[config.mk]
export PLATFORM = sky130hd
export DESIGN_NAME = locale_lock
export DESIGN_NICKNAME = d
export VERILOG_FILES = /design/src/design/swarm_pkg.sv /design/src/design/locale_lock.sv
export SDC_FILE = /design/constraint.sdc
export NUM_CORES = 1
export LEC_CHECK = 0
export ABC_AREA = 1
export BUFFER_PORTS_ARGS = -buffer_cell sky130_fd_sc_hd__clkbuf_2
export CAP_MARGIN = 10
export CORE_MARGIN = 2
export CORE_UTILIZATION = 50
export DETAILED_ROUTE_END_ITERATION = 7
export MAX_ROUTING_LAYER = met4
export PLACE_DENSITY_LB_ADDON = 0.25
export SETUP_SLACK_MARGIN = 0.2
export SLEW_MARGIN = 20
export SYNTH_ARGS = -nofsm -noshare
export SYNTH_HDL_FRONTEND = slang
export SYNTH_SLANG_ARGS = --single-unit
[constraint.sdc]
create_clock -name clk -period 2.1 [get_ports clk]
set_clock_uncertainty 0.15 [all_clocks]
set_input_delay 0 -clock clk [delete_from_list [all_inputs] [get_ports clk]]
set_output_delay 0 -clock clk [all_outputs]
set_load 0.05 [all_outputs]
[src/design/swarm_pkg.sv]
`default_nettype none

package swarm_pkg;

   // ----------------------------------------
   // widths
   // ----------------------------------------
   localparam int LOCALE_W    = 16;
   localparam int TS_W        = 32;
   localparam int CQ_SLOT_W   = 6;
   localparam int THREAD_W    = 2;  // enough for the default 4 threads.
   localparam int FIFO_SIZE_W = 6;

   localparam int ADDR_W      = 32;
   localparam int LINE_W      = 512;
   localparam int STRB_W      = LINE_W / 8;
   localparam int LINE_OFF_W  = $clog2(STRB_W);       // byte offset inside a line.
   localparam int WORD_SEL_W  = $clog2(LINE_W / TS_W); // word index inside a line.

   // ----------------------------------------
   // task records
   // ----------------------------------------
   typedef struct packed {
      logic [LOCALE_W-1:0] locale;
      logic [TS_W-1:0]     ts;
   } task_desc_t;

   typedef struct packed {
      task_desc_t           task_desc;
      logic [CQ_SLOT_W-1:0] cq_slot;
   } task_in_t;

   // object carries the stored value once the read stage has fetched it.
   typedef struct packed {
      task_desc_t           task_desc;
      logic [CQ_SLOT_W-1:0] cq_slot;
      logic [TS_W-1:0]      object;
      logic [THREAD_W-1:0]  thread;
   } rw_write_t;

   // ----------------------------------------
   // register bus and encodings
   // ----------------------------------------
   typedef struct packed {
      logic        wvalid;
      logic [7:0]  waddr;
      logic [31:0] wdata;
   } reg_wr_t;

   typedef enum logic [7:0] {
      RW_BASE_ADDR    = 8'h00,
      FIFO_OUT_THRESH = 8'h04
   } rw_reg_e;

   typedef enum logic [1:0] {
      IDLE,
      READ,
      HOLD
   } rd_state_e;

endpackage

`default_nettype wire
[src/design/locale_lock.sv]
`timescale 1ns/1ps
`default_nettype none

module locale_lock #(
   parameter int NUM_THREADS = 4
) (
   input  logic                             clk,
   input  logic                             rstn,
   input  logic                             in_valid,
   output logic                             in_ready,
   input  swarm_pkg::task_in_t              in_task,
   output logic                             out_valid,
   input  logic                             out_ready,
   output swarm_pkg::rw_write_t             out_task,
   input  logic                             unlock,
   input  logic [swarm_pkg::THREAD_W-1:0]   unlock_thread
);

   import swarm_pkg::*;

   logic                lock_valid  [NUM_THREADS];
   logic [LOCALE_W-1:0] lock_locale [NUM_THREADS];

   logic                hit;
   logic                have_free;
   logic [THREAD_W-1:0] free_idx;

   // lowest free entry, and whether the locale is already held.
   always_comb begin
      hit       = 1'b0;
      have_free = 1'b0;
      free_idx  = '0;
      for (int i = NUM_THREADS - 1; i >= 0; i--) begin
         if (!lock_valid[i]) begin
            have_free = 1'b1;
            free_idx  = THREAD_W'(i);
         end
         if (lock_valid[i] && (lock_locale[i] == in_task.task_desc.locale)) hit = 1'b1;
      end
   end

   assign out_valid          = in_valid && !hit && have_free;
   assign in_ready           = out_ready && !hit && have_free;
   assign out_task.task_desc = in_task.task_desc;
   assign out_task.cq_slot   = in_task.cq_slot;
   assign out_task.object    = '0;  // filled by the read stage.
   assign out_task.thread    = free_idx;

   always_ff @(posedge clk) begin
      if (!rstn) begin
         for (int i = 0; i < NUM_THREADS; i++) lock_valid[i] <= 1'b0;
      end else begin
         if (in_valid && in_ready) lock_valid[free_idx] <= 1'b1;
         if (unlock) lock_valid[unlock_thread] <= 1'b0;
      end
   end

   always_ff @(posedge clk) begin
      if (in_valid && in_ready) lock_locale[free_idx] <= in_task.task_desc.locale;
   end

   // the write stage only releases threads that this table handed out.
   a_unlock_held : assert property (@(posedge clk) disable iff (!rstn)
      unlock |-> lock_valid[unlock_thread]);

endmodule

`default_nettype wire

* After elaboration in Yosys (flattened, before gate mapping)
Memories as Yosys holds them, arrays and structs flattened.
Cells that the tools add are included.
** Word-level totals
- Bits in registers :: 0
- Bits in writable memories :: 68
- Bits of input ports :: 61
- Output and inout port bits :: 90
- Memories :: 2
** Operators by class
- Eq/ne operators :: 4
- Multiplexer cells :: 26
- Reduce and logical (&&, ||, !) cells :: 12
** Memory list
- lock_locale :: depth 4, width 16, rd ports 4, clocked after Yosys merged registers in 0, wr ports 1, line locale_lock.sv:22 : logic [LOCALE_W-1:0] lock_locale [NUM_THREADS];
- lock_valid :: depth 4, width 1, rd ports 4, clocked after Yosys merged registers in 0, wr ports 4, line locale_lock.sv:21 : logic lock_valid [NUM_THREADS];
** Operator list (number)
- equality test 16 bit :: 4
- two-way mux 1 bit :: 20
- two-way mux 2 bit :: 6
- logical AND 1 bit :: 9
- OR reduction 1 bit :: 2
- logical NOT 1 bit :: 1

* Logic depth before layout (Yosys ltp)
Gate-level depths: netlist of run 1.
An unclocked memory read counts as a cell.
- Depth after elaboration :: 16
- Depth in mapped cells :: 12

* Least setup slack after synthesis of run 1
No wires, ideal clock.
- Kind :: register -> output
- Start :: memory lock_locale[2][9]
- End :: output out_valid
- Arrival time :: 2.507 ns
- Data required time :: 1.950 ns
- Path slack :: -0.557 ns
- Stages on the path, launching flop included :: 7
- Path through :: edfxtp_1 > or2_0 > nand3_1 > nor2_1 > nand3_1 > nand2_2 > nor4b_1
** RTL lines
- start: declaration :: line locale_lock.sv:22
- end: declaration :: line locale_lock.sv:12 : output logic out_valid,

* Worst setup path in the final report of run 1
- Start :: input in_task[53] in the netlist's numbering
- End :: memory lock_locale[3][13], enable pin
** Between the ends
- Cells in the longest elaborated chain, start to end :: 12
- Elaborated cells between the ends (all ways) :: 18
** RTL lines
- start: declaration :: line locale_lock.sv:11 : input swarm_pkg::task_in_t in_task,
- equality test 16 bit :: line locale_lock.sv:38 : if (lock_valid[i] && (lock_locale[i] == in_task.task_desc.locale)) hit = 1'b1;
- logical AND 1 bit :: line locale_lock.sv:38
- two-way mux 1 bit (3 in series) :: line locale_lock.sv:38
- two-way mux 1 bit * :: line locale_lock.sv:38
- logical NOT 1 bit * :: line locale_lock.sv:43 : assign in_ready = out_ready && !hit && have_free;
- logical AND 1 bit * (2 in series) :: line locale_lock.sv:43
- logical AND 1 bit * :: line locale_lock.sv:59 : if (in_valid && in_ready) lock_locale[free_idx] <= in_task.task_desc.locale;
- two-way mux 1 bit * :: line locale_lock.sv:59
- two-way mux 1 bit (implied by the code) * :: line locale_lock.sv:59
Every way passes the cells marked *; elsewhere a longest branch is shown, timed or not.

==> metrics.txt, run 1 <==
# TYPE chip_impl_metric gauge
chip_impl_metric{name="route.final.wire_length",unit="mm"} 9.74
chip_impl_metric{name="initial_utilization",unit=""} 0.514
chip_impl_metric{name="synthesis.area",unit="mm²"} 0.00395
chip_impl_metric{name="route.antenna.remaining_nets",unit=""} 0
chip_impl_metric{name="worst_slew_pin_slew",unit="ns"} 0.558
chip_impl_metric{name="min_period_over_period",unit=""} 0.998
chip_impl_metric{name="netlist-cell-type-count",unit=""} 26
chip_impl_metric{name="grt_start_max_net_pins",unit=""} 17
chip_impl_info{name="cp_top_family",value="buffers and inverters"} 1
chip_impl_metric{name="drv.max_cap_violation_count",unit=""} 0
chip_impl_metric{name="die_height",unit="µm"} 92.9
chip_impl_info{name="timing_worst_setup_path_type",value="in2reg"} 1
chip_impl_metric{name="report.final.hold_viol_count",unit=""} 0
chip_impl_metric{name="cts-htree-levels",unit=""} 3
chip_impl_metric{name="cts_sink_cnt",unit=""} 68
chip_impl_metric{name="yosysTopAreaCellShare",unit=""} 0.486
chip_impl_metric{name="vias",unit=""} 2936
chip_impl_metric{name="final_area",unit="mm²"} 0.00488
chip_impl_metric{name="place.detailed.hpwl",unit="mm"} 6.13
chip_impl_info{name="synth.largest_area_cell",value="sky130_fd_sc_hd__edfxtp_1"} 1
chip_impl_info{name="holdCritPathClass",value="in2reg"} 1
chip_impl_metric{name="nFillCells",unit=""} 618
chip_impl_info{name="synth.top_cells.by_area",value="sky130_fd_sc_hd__edfxtp_1 49%, sky130_fd_sc_hd__buf_4 17%, sky130_fd_sc_hd__nand2_1 10%"} 1
chip_impl_metric{name="ios",unit=""} 151
chip_impl_metric{name="final-max-slew-violation-count",unit=""} 0
chip_impl_metric{name="yosys_register_bits",unit=""} 68
chip_impl_metric{name="clock_latency",unit="ns"} 0.35
chip_impl_metric{name="path_max_fanout",unit=""} 8
chip_impl_info{name="critical_path.slowest_cell",value="sky130_fd_sc_hd__dlygate4sd3_1"} 1
chip_impl_metric{name="total_overflow_reported_by_the_global_router",unit=""} 0
chip_impl_metric{name="post-route-worst-setup-slack",unit="ns"} 0.00469
chip_impl_metric{name="cts_inserted_buffers",unit=""} 9
chip_impl_metric{name="syn_to_final_growth",unit="%"} 23.6
chip_impl_info{name="synthMostInstantiatedCell",value="sky130_fd_sc_hd__nand2_1"} 1
chip_impl_metric{name="postSynthAreaPerCell",unit="µm²"} 9.02
chip_impl_metric{name="portBuffers",unit=""} 42
chip_impl_metric{name="final_layout_setup_total_negative_slack",unit="ns"} 0
chip_impl_metric{name="vdd_drop_max",unit="V"} 0.000502
chip_impl_metric{name="grt_pass1_wl",unit="mm"} 14.5
chip_impl_info{name="cts_tree",value="built"} 1
chip_impl_metric{name="fraction_of_final_layout_cells_sized_beyond_drive_strength_1",unit=""} 0.210
chip_impl_info{name="status",value="completed"} 1
chip_impl_info{name="cp-start-kind",value="input pin"} 1
chip_impl_metric{name="syn_inst",unit=""} 438
chip_impl_metric{name="floorplan.die.width",unit="µm"} 92.9
chip_impl_metric{name="core.rowCount",unit=""} 32
chip_impl_metric{name="clock_path_buffers",unit=""} 2
chip_impl_metric{name="power_per_cell_area",unit="mW/mm²"} 669
chip_impl_metric{name="cp.arrival",unit="ns"} 2.06
chip_impl_metric{name="layoutNonFillerInstCount",unit=""} 620
chip_impl_info{name="netlist_top_cells_count",value="110 x sky130_fd_sc_hd__nand2_1, 87 x sky130_fd_sc_hd__buf_4, 64 x sky130_fd_sc_hd__edfxtp_1, 56 x sky130_fd_sc_hd__inv_1, 42 x sky130_fd_sc_hd__nor2_1"} 1
chip_impl_metric{name="finalSetupViolCount",unit=""} 0
chip_impl_metric{name="critical_path_buf_inv_count",unit=""} 5
chip_impl_metric{name="grt_pass1_vias",unit=""} 2844
chip_impl_metric{name="detail_route.iter0.violations",unit=""} 175
chip_impl_metric{name="vias_per_cell",unit=""} 4.74
chip_impl_metric{name="grt_use_total",unit=""} 0.233
chip_impl_metric{name="routed_length_per_instance",unit="µm"} 15.7
chip_impl_metric{name="dieArea",unit="mm²"} 0.00863
chip_impl_metric{name="detail_route.first_pass.iterations",unit=""} 5
chip_impl_metric{name="synth-warning-count",unit=""} 0
chip_impl_metric{name="cp.required",unit="ns"} 2.06
chip_impl_info{name="critical-path-top-cell-by-count",value="sky130_fd_sc_hd__nand2_1"} 1
chip_impl_metric{name="detail_route.drc_violations",unit=""} 0
chip_impl_metric{name="finish.utilization",unit=""} 0.635
chip_impl_metric{name="nNetsFinal",unit=""} 574
chip_impl_info{name="kind_of_end_point_of_the_critical_path",value="register"} 1
chip_impl_metric{name="insertedDiodeCount",unit=""} 0
chip_impl_metric{name="synth_seq_area_share",unit=""} 0.507
chip_impl_metric{name="synth-edff-count",unit=""} 64
chip_impl_metric{name="whs",unit="ns"} 0.0767
chip_impl_metric{name="placement.setup.worst_slack",unit="ns"} 0.0503
chip_impl_info{name="cell_chain_critical_path",value="clkbuf_2 -> dlygate4sd3_1 -> buf_4 -> nand2_1 -> nand2_1 -> nand3b_1 -> nor2_1 -> nand3_2 -> nand2_2 -> nor2_4 -> nand4_1 -> clkinvlp_4 -> clkbuf_16"} 1
chip_impl_metric{name="async_flop_share",unit=""} 0
chip_impl_metric{name="dpl_cell_area",unit="mm²"} 0.00391
chip_impl_info{name="post_synth_top_flop",value="sky130_fd_sc_hd__edfxtp_1"} 1
chip_impl_metric{name="max_fclk",unit="MHz"} 477
chip_impl_info{name="root_buffer",value="sky130_fd_sc_hd__clkbuf_8"} 1
chip_impl_metric{name="max-slew-margin-rel",unit=""} 0.627
chip_impl_metric{name="finalWeightedCongestion",unit=""} 0.869
chip_impl_metric{name="clk_pin_slew",unit="ns"} 0.07
chip_impl_metric{name="period_minus_slack",unit="ns"} 2.10
chip_impl_metric{name="max_stage_delay",unit="ns"} 0.59
chip_impl_metric{name="p_leak",unit="nW"} 2.13
chip_impl_info{name="grt_setup_unrepaired",value="yes"} 1
chip_impl_metric{name="grt_antenna_before_repair",unit=""} 0
chip_impl_metric{name="core_area",unit="mm²"} 0.00769
chip_impl_metric{name="total_instance_count_after_detailed_placement",unit=""} 533
chip_impl_metric{name="power",unit="mW"} 3.27
logic make-up after synthesis:
logic type	synth area share
AOI/OAI and AO/OA	0.0279
xor gates and xnor gates	0.0488
buffers and inverters	0.230
DFF	0.507
other	0.000949
and+or+nand+nor	0.186
where the power goes:
| part | total (mW) | internal [mW] | leakage, nW | switching (mW) |
|---|---|---|---|---|
| Sequential | 1.52 | 1.51 | 0.615 | 0.0105 |
| Clock | 1.04 | 0.558 | 0.0997 | 0.482 |
| Combinational | 0.709 | 0.188 | 1.41 | 0.521 |
| Total | 3.27 | 2.25 | 2.13 | 1.01 |
flip-flops by register name (all words and copies together) (netlist names):
signal and count:
lock_locale 64, lock_valid 4
path summary, 6_finish.rpt:
path / slack, ns / cells past startpoint / endpoint / start
worst max-delay path: 0.005 / 13 / lock_locale[3][13]$_DFFE_PP_ / in_task[53]
worst min-delay path: 0.08 / 5 / lock_valid[2]$_SDFF_PP0_ / out_ready
worst max register to register: 0.01 / 10 / lock_locale[3][13]$_DFFE_PP_ / lock_valid[3]$_SDFFE_PP0P_
worst min register to register: 0.40 / 2 / lock_valid[1]$_SDFF_PP0_ / lock_valid[1]$_SDFF_PP0_
final cells by class:
class,instances,area (µm²),share of cell area
clock buffer,15,186,0.0382
clock inverter,1,5.00,0.00103
inverter,58,233,0.0477
multi-input combinational,251,1240,0.254
sequential,68,2010,0.411
tap,102,128,0.0261
timing repair buffer,125,1080,0.222
layer usage:
layer | share of wire | GRT usage | up-vias
met5 | 0 | - | -
met4 | 0.010 | 0.0907 | 0
met3 | 0.087 | 0.0496 | 10
met2 | 0.50 | 0.371 | 176
met1 | 0.40 | 0.294 | 1346
li1 | - | - | 1404
placed cells by master (no fill, tap or decap), types with 7 or more instances in the layout:
| cell type | instances |
|---|---|
| sky130_fd_sc_hd__conb_1 | 32 |
| sky130_fd_sc_hd__clkbuf_2 | 40 |
| sky130_fd_sc_hd__inv_1 | 51 |
| sky130_fd_sc_hd__nand2_1 | 110 |
| sky130_fd_sc_hd__xnor2_1 | 22 |
| sky130_fd_sc_hd__clkbuf_8 | 15 |
| sky130_fd_sc_hd__nor2_1 | 36 |
| sky130_fd_sc_hd__dlygate4sd3_1 | 64 |
| sky130_fd_sc_hd__buf_4 | 13 |
| sky130_fd_sc_hd__edfxtp_1 | 64 |
| sky130_fd_sc_hd__nor2_2 | 7 |
what timing repair did:
| action | in CTS | in global routing |
|---|---|---|
| hold buffers | 64 | 0 |
| cloned | 0 | 1 |
| pin swaps | 2 | 7 |
| buffers inserted | 3 | 3 |
| hold endpoints to repair | 106 | 0 |
| endpoints found under the setup margin | 66 | 69 |
| resized for setup | 11 | 13 |
tightest hold or removal path, delay by kind of cell:
kind            cells  cell delay, ns
compound gates      1            0.07
buf+inv             2            0.16
simple gates        2            0.30
Power figures use the tool's default switching activity.
==> run 2: changes to the inputs <==
--- a/config.mk
+++ b/config.mk
@@ -9,7 +9,7 @@
 export BUFFER_PORTS_ARGS = -buffer_cell sky130_fd_sc_hd__clkbuf_2
 export CAP_MARGIN = 10
 export CORE_MARGIN = 2
-export CORE_UTILIZATION = 50
+export CORE_UTILIZATION = 45
 export DETAILED_ROUTE_END_ITERATION = 7
 export MAX_ROUTING_LAYER = met4
 export PLACE_DENSITY_LB_ADDON = 0.25
==> constraint.sdc (replaced) <==
create_clock -name clk -period 1.7 [get_ports clk]
set_clock_uncertainty 0.15 [all_clocks]
set_input_delay 0 -clock clk [delete_from_list [all_inputs] [get_ports clk]]
set_output_delay 0 -clock clk [all_outputs]
set_load 0.05 [all_outputs]
==> run 2 against run 1 <==
  * The run now ends with setup timing left
  * Clock-buffer cell count decreased by 5
  * Via count increased by 0.54%
  * Final cell count is 5.8% higher
  * First-iteration DRC count up 10%
  * Worst hold slack worse by 0.025 ns
  * Flip-flop and latch count did not move
  * Register-to-register slack worse by 0.33 ns
  * Largest cell class unchanged
  * Total power grew 19%
  * Worst setup slack worse by 0.33 ns
  * Critical path depth down 1
==> metrics.txt, run 2 (same netlist as run 1, synthesis figures left out) <==
# TYPE chip_impl_metric gauge
chip_impl_info{name="cp-start-kind",value="register"} 1
chip_impl_info{name="critical_path.slowest_cell",value="sky130_fd_sc_hd__edfxtp_1"} 1
chip_impl_metric{name="final_layout_setup_total_negative_slack",unit="ns"} -19.89
chip_impl_info{name="grt_setup_unrepaired",value="yes"} 1
chip_impl_metric{name="detail_route.iter0.violations",unit=""} 193
chip_impl_metric{name="vias",unit=""} 2952
chip_impl_info{name="most-common-layout-cells",value="105 x sky130_fd_sc_hd__nand2_1, 64 x sky130_fd_sc_hd__edfxtp_1, 63 x sky130_fd_sc_hd__dlygate4sd3_1, 49 x sky130_fd_sc_hd__inv_1, 38 x sky130_fd_sc_hd__clkbuf_2"} 1
chip_impl_metric{name="max_stage_delay",unit="ns"} 0.39
chip_impl_metric{name="post-route-worst-setup-slack",unit="ns"} -0.324
chip_impl_metric{name="place.detailed.hpwl",unit="mm"} 6.83
chip_impl_metric{name="routed_length_per_instance",unit="µm"} 14.6
chip_impl_metric{name="die_height",unit="µm"} 97.7
chip_impl_metric{name="clock_latency",unit="ns"} 0.34
chip_impl_info{name="cts_tree",value="built"} 1
chip_impl_metric{name="detail_route.first_pass.iterations",unit=""} 5
chip_impl_metric{name="initial_utilization",unit=""} 0.458
chip_impl_info{name="holdCritPathClass",value="in2reg"} 1
chip_impl_metric{name="ios",unit=""} 151
chip_impl_metric{name="grt_use_total",unit=""} 0.210
chip_impl_metric{name="final_area",unit="mm²"} 0.00520
chip_impl_metric{name="fraction_of_final_layout_cells_sized_beyond_drive_strength_1",unit=""} 0.276
chip_impl_metric{name="nFillCells",unit=""} 696
chip_impl_metric{name="dpl_cell_area",unit="mm²"} 0.00421
chip_impl_metric{name="drv.max_cap_violation_count",unit=""} 0
chip_impl_metric{name="report.final.hold_viol_count",unit=""} 0
chip_impl_metric{name="whs",unit="ns"} 0.0513
chip_impl_metric{name="max_fclk",unit="MHz"} 494
chip_impl_metric{name="syn_to_final_growth",unit="%"} 31.6
chip_impl_metric{name="grt_pass1_wl",unit="mm"} 14.9
chip_impl_info{name="reg.largest.list",value="lock_locale x64, lock_valid x4"} 1
chip_impl_metric{name="critical_path_buf_inv_count",unit=""} 3
chip_impl_metric{name="period_minus_slack",unit="ns"} 2.02
chip_impl_metric{name="cp.arrival",unit="ns"} 1.98
chip_impl_metric{name="worst_hold_path.num_cells",unit=""} 4
chip_impl_metric{name="power",unit="mW"} 3.90
chip_impl_metric{name="detail_route.drc_violations",unit=""} 0
chip_impl_metric{name="final-max-slew-violation-count",unit=""} 0
chip_impl_metric{name="largest_reg_flops",unit=""} 64
chip_impl_info{name="root_buffer",value="sky130_fd_sc_hd__clkbuf_8"} 1
chip_impl_info{name="cp_top_family",value="simple AND/OR/NAND/NOR gates"} 1
chip_impl_info{name="final_common_cell",value="sky130_fd_sc_hd__nand2_1"} 1
chip_impl_metric{name="total_overflow_reported_by_the_global_router",unit=""} 0
chip_impl_metric{name="power_per_cell_area",unit="mW/mm²"} 750
chip_impl_info{name="max_flop_register",value="lock_locale"} 1
chip_impl_metric{name="floorplan.die.width",unit="µm"} 97.7
chip_impl_info{name="hold_path_startpoint",value="in_valid"} 1
chip_impl_metric{name="core.rowCount",unit=""} 34
chip_impl_metric{name="portBuffers",unit=""} 42
chip_impl_info{name="timing_worst_setup_path_type",value="reg2reg"} 1
chip_impl_metric{name="worst_slew_pin_slew",unit="ns"} 0.553
chip_impl_metric{name="finish.utilization",unit=""} 0.602
chip_impl_metric{name="nNetsFinal",unit=""} 604
chip_impl_metric{name="cts_sink_cnt",unit=""} 68
chip_impl_metric{name="finalSetupViolCount",unit=""} 70
chip_impl_info{name="worst_r2r_startpoint",value="lock_locale[2][9]$_DFFE_PP_"} 1
chip_impl_metric{name="core_area",unit="mm²"} 0.00864
chip_impl_metric{name="path_max_fanout",unit=""} 8
chip_impl_metric{name="vdd_drop_max",unit="V"} 0.000485
chip_impl_metric{name="timing.reg2reg.setup_slack",unit="ns"} -0.32
chip_impl_metric{name="p_leak",unit="nW"} 2.31
chip_impl_info{name="min_to",value="lock_valid[2]$_SDFF_PP0_"} 1
chip_impl_metric{name="cp.required",unit="ns"} 1.66
chip_impl_metric{name="finalWeightedCongestion",unit=""} 0.894
chip_impl_info{name="kind_of_end_point_of_the_critical_path",value="register"} 1
chip_impl_metric{name="max-slew-margin-rel",unit=""} 0.630
chip_impl_metric{name="cts-htree-levels",unit=""} 3
chip_impl_metric{name="vias_per_cell",unit=""} 4.50
chip_impl_info{name="status",value="finished with violations"} 1
chip_impl_info{name="cell_chain_critical_path",value="buf_4 -> nand2_2 -> nand2_2 -> nor2_2 -> nand2_1 -> nor2_2 -> nand3_2 -> nand2_4 -> nor2_4 -> nand4_1 -> clkinvlp_4 -> buf_12"} 1
chip_impl_metric{name="route.final.wire_length",unit="mm"} 9.59
chip_impl_metric{name="min_period_over_period",unit=""} 1.19
chip_impl_metric{name="dieArea",unit="mm²"} 0.00955
chip_impl_metric{name="grt_start_max_net_pins",unit=""} 17
chip_impl_metric{name="clk_pin_slew",unit="ns"} 0.07
chip_impl_metric{name="route.antenna.remaining_nets",unit=""} 0
chip_impl_info{name="critical_path.reg2reg.endpoint",value="lock_locale[3][8]$_DFFE_PP_"} 1
chip_impl_metric{name="grt_antenna_before_repair",unit=""} 0
chip_impl_metric{name="r2r.worst_path.cells",unit=""} 12
chip_impl_info{name="failed_checks",value="setup timing"} 1
chip_impl_metric{name="grt_pass1_vias",unit=""} 2905
chip_impl_metric{name="clock_path_buffers",unit=""} 2
chip_impl_metric{name="cts_inserted_buffers",unit=""} 9
chip_impl_metric{name="insertedDiodeCount",unit=""} 0
run 2: how the worst max path moves through the flow:
| stage | start | endpoint | slack (ns) | cells past startpoint |
|---|---|---|---|---|
| 2_1_floorplan | lock_locale[0][10]$_DFFE_PP_ | lock_locale[0][0]$_DFFE_PP_ | -0.21 | 10 |
| 4_1_cts | lock_locale[2][9]$_DFFE_PP_ | lock_locale[2][4]$_DFFE_PP_ | -0.34 | 12 |
| 6_report | lock_locale[2][9]$_DFFE_PP_ | lock_locale[3][8]$_DFFE_PP_ | -0.32 | 12 |
| 3_3_place_gp | lock_locale[1][7]$_DFFE_PP_ | lock_locale[2][11]$_DFFE_PP_ | -0.34 | 10 |
| 3_5_place_dp | lock_locale[1][7]$_DFFE_PP_ | lock_locale[0][10]$_DFFE_PP_ | -0.35 | 10 |
| 5_1_grt | lock_locale[0][10]$_DFFE_PP_ | lock_locale[3][10]$_DFFE_PP_ | -0.43 | 11 |
run 2: metrics by stage:
stage	setup WS [ns]	std cells
3_5_place_dp	-0.351	571
3_3_place_gp	-0.343	571
4_1_cts	-0.342	654
6_report	-0.324	656
5_1_grt	-0.430	656
2_1_floorplan	-0.206	469
run 2: layout make-up:
cell class / count / area [µm²] / share of cell area
inverter: 58 / 233 / 0.0448
sequential: 68 / 2010 / 0.386
clock buffer: 10 / 128 / 0.0245
multi-input combinational: 251 / 1290 / 0.249
tap: 108 / 135 / 0.0260
timing repair buffer: 155 / 1370 / 0.264
clock inverter: 6 / 31.3 / 0.00602
run 2: what timing repair did:
action / in CTS / in global routing
pin swaps: 6 / 8
hold buffers: 63 / 0
gates resized for setup: 19 / 25
setup endpoints to repair: 72 / 72
buffers inserted: 4 / 2
hold endpoints to repair: 106 / 0
run 2: where the power goes:
part           internal, mW  total [mW]  switching [mW]  leakage (nW)
clock network         0.514        1.11           0.595        0.0832
logic                 0.269       0.916           0.646          1.61
registers              1.86        1.87          0.0126         0.616
total                  2.65        3.90            1.25          2.31
run 2: worst register-to-register path: cells and delay by family (launching register included):
| family | cells | cell delay [ns] |
|---|---|---|
| buffers and inverters | 3 | 0.50 |
| flip-flops | 1 | 0.39 |
| AND/OR/NAND/NOR | 9 | 0.75 |
run 2: routing by layer:
| layer | share of wire | track usage | vias to the layer above |
|---|---|---|---|
| li1 | - | - | 1465 |
| met5 | 0 | - | - |
| met3 | 0.058 | 0.0504 | 17 |
| met4 | 0.021 | 0.0791 | 0 |
| met2 | 0.51 | 0.358 | 125 |
| met1 | 0.41 | 0.240 | 1345 |
==> run 3: changes to the inputs <==
--- a/config.mk
+++ b/config.mk
@@ -11,6 +11,7 @@
 export CORE_MARGIN = 2
 export CORE_UTILIZATION = 45
 export DETAILED_ROUTE_END_ITERATION = 7
+export HOLD_SLACK_MARGIN = 0.15
 export MAX_ROUTING_LAYER = met4
 export PLACE_DENSITY_LB_ADDON = 0.25
 export SETUP_SLACK_MARGIN = 0.2
==> run 3 against run 2 <==
  * The flow still finishes with violations (setup timing)
  * Sequential power hardly changed
  * Die area stayed put
  * Final cell count is 0.15% higher
  * Clock power hardly changed
  * Critical path type unchanged
  * Largest cell class unchanged
  * Largest power group unchanged
  * Highest routed layer unchanged
==> metrics.txt, run 3 (same netlist as run 1, synthesis figures left out) <==
# TYPE chip_impl_metric gauge
chip_impl_metric{name="die_height",unit="µm"} 97.7
chip_impl_metric{name="grt_pass1_vias",unit=""} 2897
chip_impl_metric{name="clock_path_buffers",unit=""} 2
chip_impl_metric{name="route.antenna.remaining_nets",unit=""} 0
chip_impl_metric{name="worst_slew_pin_slew",unit="ns"} 0.553
chip_impl_metric{name="finish.utilization",unit=""} 0.603
chip_impl_info{name="kind_of_end_point_of_the_critical_path",value="register"} 1
chip_impl_info{name="reg.largest.list",value="lock_locale x64, lock_valid x4"} 1
chip_impl_info{name="max_flop_register",value="lock_locale"} 1
chip_impl_metric{name="cp.arrival",unit="ns"} 1.98
chip_impl_metric{name="finalWeightedCongestion",unit=""} 0.894
chip_impl_metric{name="routed_length_per_instance",unit="µm"} 14.6
chip_impl_metric{name="syn_to_final_growth",unit="%"} 31.9
chip_impl_metric{name="max_fclk",unit="MHz"} 495
chip_impl_info{name="grt_setup_unrepaired",value="yes"} 1
chip_impl_metric{name="clock_latency",unit="ns"} 0.34
chip_impl_metric{name="whs",unit="ns"} 0.204
chip_impl_metric{name="place.detailed.hpwl",unit="mm"} 6.83
chip_impl_metric{name="internal-power",unit="mW"} 2.65
chip_impl_info{name="holdCritPathClass",value="in2reg"} 1
chip_impl_metric{name="cp.required",unit="ns"} 1.66
chip_impl_metric{name="cts-htree-levels",unit=""} 3
chip_impl_metric{name="core.rowCount",unit=""} 34
chip_impl_metric{name="vdd_drop_max",unit="V"} 0.000485
chip_impl_metric{name="total_switching_power",unit="mW"} 1.25
chip_impl_metric{name="fraction_of_final_layout_cells_sized_beyond_drive_strength_1",unit=""} 0.275
chip_impl_metric{name="final-max-slew-violation-count",unit=""} 0
chip_impl_metric{name="dieArea",unit="mm²"} 0.00955
chip_impl_metric{name="detail_route.iter0.violations",unit=""} 177
chip_impl_info{name="failed_checks",value="setup timing"} 1
chip_impl_metric{name="max-slew-margin-rel",unit=""} 0.630
chip_impl_metric{name="nFillCells",unit=""} 695
chip_impl_metric{name="nNetsFinal",unit=""} 605
chip_impl_metric{name="cts_sink_cnt",unit=""} 68
chip_impl_metric{name="route.final.wire_length",unit="mm"} 9.57
chip_impl_metric{name="min_period_over_period",unit=""} 1.19
chip_impl_metric{name="path_max_fanout",unit=""} 8
chip_impl_metric{name="final_layout_setup_total_negative_slack",unit="ns"} -19.83
chip_impl_metric{name="p_leak",unit="nW"} 2.31
chip_impl_info{name="most-common-layout-cells",value="105 x sky130_fd_sc_hd__nand2_1, 64 x sky130_fd_sc_hd__dlygate4sd3_1, 64 x sky130_fd_sc_hd__edfxtp_1, 49 x sky130_fd_sc_hd__inv_1, 38 x sky130_fd_sc_hd__clkbuf_2"} 1
chip_impl_metric{name="grt_pass1_wl",unit="mm"} 15.0
chip_impl_info{name="cts_tree",value="built"} 1
chip_impl_metric{name="floorplan.die.width",unit="µm"} 97.7
chip_impl_metric{name="total_instance_count_after_detailed_placement",unit=""} 571
chip_impl_metric{name="clk_pin_slew",unit="ns"} 0.07
chip_impl_metric{name="detail_route.first_pass.iterations",unit=""} 6
chip_impl_metric{name="initial_utilization",unit=""} 0.458
chip_impl_info{name="status",value="finished with violations"} 1
chip_impl_info{name="cp-start-kind",value="register"} 1
chip_impl_metric{name="grt_start_max_net_pins",unit=""} 17
chip_impl_metric{name="power.share.switching",unit=""} 0.321
chip_impl_info{name="final_common_cell",value="sky130_fd_sc_hd__nand2_1"} 1
chip_impl_metric{name="insertedDiodeCount",unit=""} 0
chip_impl_info{name="root_buffer",value="sky130_fd_sc_hd__clkbuf_8"} 1
chip_impl_metric{name="vias",unit=""} 2951
chip_impl_metric{name="p_clk_frac",unit=""} 0.284
chip_impl_metric{name="share_comb_of_total_power",unit=""} 0.235
chip_impl_metric{name="grt_antenna_before_repair",unit=""} 0
chip_impl_metric{name="total_overflow_reported_by_the_global_router",unit=""} 0
chip_impl_metric{name="post-route-worst-setup-slack",unit="ns"} -0.322
chip_impl_info{name="timing_worst_setup_path_type",value="reg2reg"} 1
chip_impl_metric{name="ios",unit=""} 151
chip_impl_metric{name="vias_per_cell",unit=""} 4.49
chip_impl_metric{name="portBuffers",unit=""} 42
chip_impl_metric{name="grt_use_total",unit=""} 0.211
chip_impl_metric{name="largest_reg_flops",unit=""} 64
chip_impl_metric{name="core_area",unit="mm²"} 0.00864
chip_impl_metric{name="cts_inserted_buffers",unit=""} 9
chip_impl_metric{name="period_minus_slack",unit="ns"} 2.02
chip_impl_metric{name="finalSetupViolCount",unit=""} 70
chip_impl_metric{name="report.final.hold_viol_count",unit=""} 0
chip_impl_metric{name="power_per_cell_area",unit="mW/mm²"} 749
chip_impl_metric{name="detail_route.drc_violations",unit=""} 0
chip_impl_metric{name="layoutNonFillerInstCount",unit=""} 657
chip_impl_metric{name="drv.max_cap_violation_count",unit=""} 0
chip_impl_metric{name="seqPwrFrac",unit=""} 0.481
run 3: area by class of cell:
class	instances	area, µm²	share of cell area
clock inverter	6	31.3	0.00600
tap	108	135	0.0259
inverter	58	233	0.0447
sequential	68	2010	0.385
multi-input combinational	251	1290	0.248
clock buffer	10	128	0.0245
timing repair buffer	156	1380	0.265
run 3: critical path, stage by stage, from the launching register on:
cell                         delay (ns)
sky130_fd_sc_hd__edfxtp_1          0.39
sky130_fd_sc_hd__buf_4             0.15
sky130_fd_sc_hd__nand2_2           0.06
sky130_fd_sc_hd__nand2_2           0.04
sky130_fd_sc_hd__nor2_2            0.09
sky130_fd_sc_hd__nand2_1           0.07
sky130_fd_sc_hd__nor2_2            0.09
sky130_fd_sc_hd__nand3_2           0.10
sky130_fd_sc_hd__nand2_4           0.11
sky130_fd_sc_hd__nor2_4            0.04
sky130_fd_sc_hd__nand4_1           0.14
sky130_fd_sc_hd__clkinvlp_4        0.17
sky130_fd_sc_hd__buf_12            0.17
run 3: what timing repair did:
action / 4_1_cts / 5_1_grt
pin swaps: 6 / 8
buffers inserted: 4 / 2
resized for setup: 19 / 25
hold buffers: 64 / 0
setup endpoints to repair: 72 / 72
hold endpoints to repair: 106 / 0
run 3: per-layer routing:
layer | part of all wire | GRT usage | vias to the layer above
met5 | 0 | - | -
met2 | 0.51 | 0.361 | 114
met3 | 0.055 | 0.0504 | 15
met4 | 0.018 | 0.0737 | 0
met1 | 0.41 | 0.243 | 1353
li1 | - | - | 1469
run 3: per-stage QoR:
step	cell area, µm²	power, mW	worst slack [ns]
after floorplan	4150	2.64	-0.206
after global placement	4210	2.49	-0.343
after detailed placement	4210	2.50	-0.351
after CTS	5120	3.92	-0.342
after global routing	5210	4.05	-0.430
final	5210	3.90	-0.322
run 3: worst paths after layout:
path         slack, ns                          end  cells past startpoint                   startpoint
max              -0.32  lock_locale[3][8]$_DFFE_PP_                     12  lock_locale[2][9]$_DFFE_PP_
min               0.20     lock_valid[2]$_SDFF_PP0_                      6                    out_ready
max reg2reg      -0.32  lock_locale[3][8]$_DFFE_PP_                     12  lock_locale[2][9]$_DFFE_PP_
min reg2reg       0.43     lock_valid[2]$_SDFF_PP0_                      3     lock_valid[2]$_SDFF_PP0_
run 3: power by group through the flow:
stage / clock network, mW / registers (mW) / logic (mW)
after detailed placement: 0 / 1.91 / 0.585
after global placement: 0 / 1.91 / 0.581
after CTS: 1.14 / 1.87 / 0.905
after floorplan: 0 / 1.91 / 0.732
final: 1.11 / 1.87 / 0.918
after global routing: 1.20 / 1.88 / 0.968
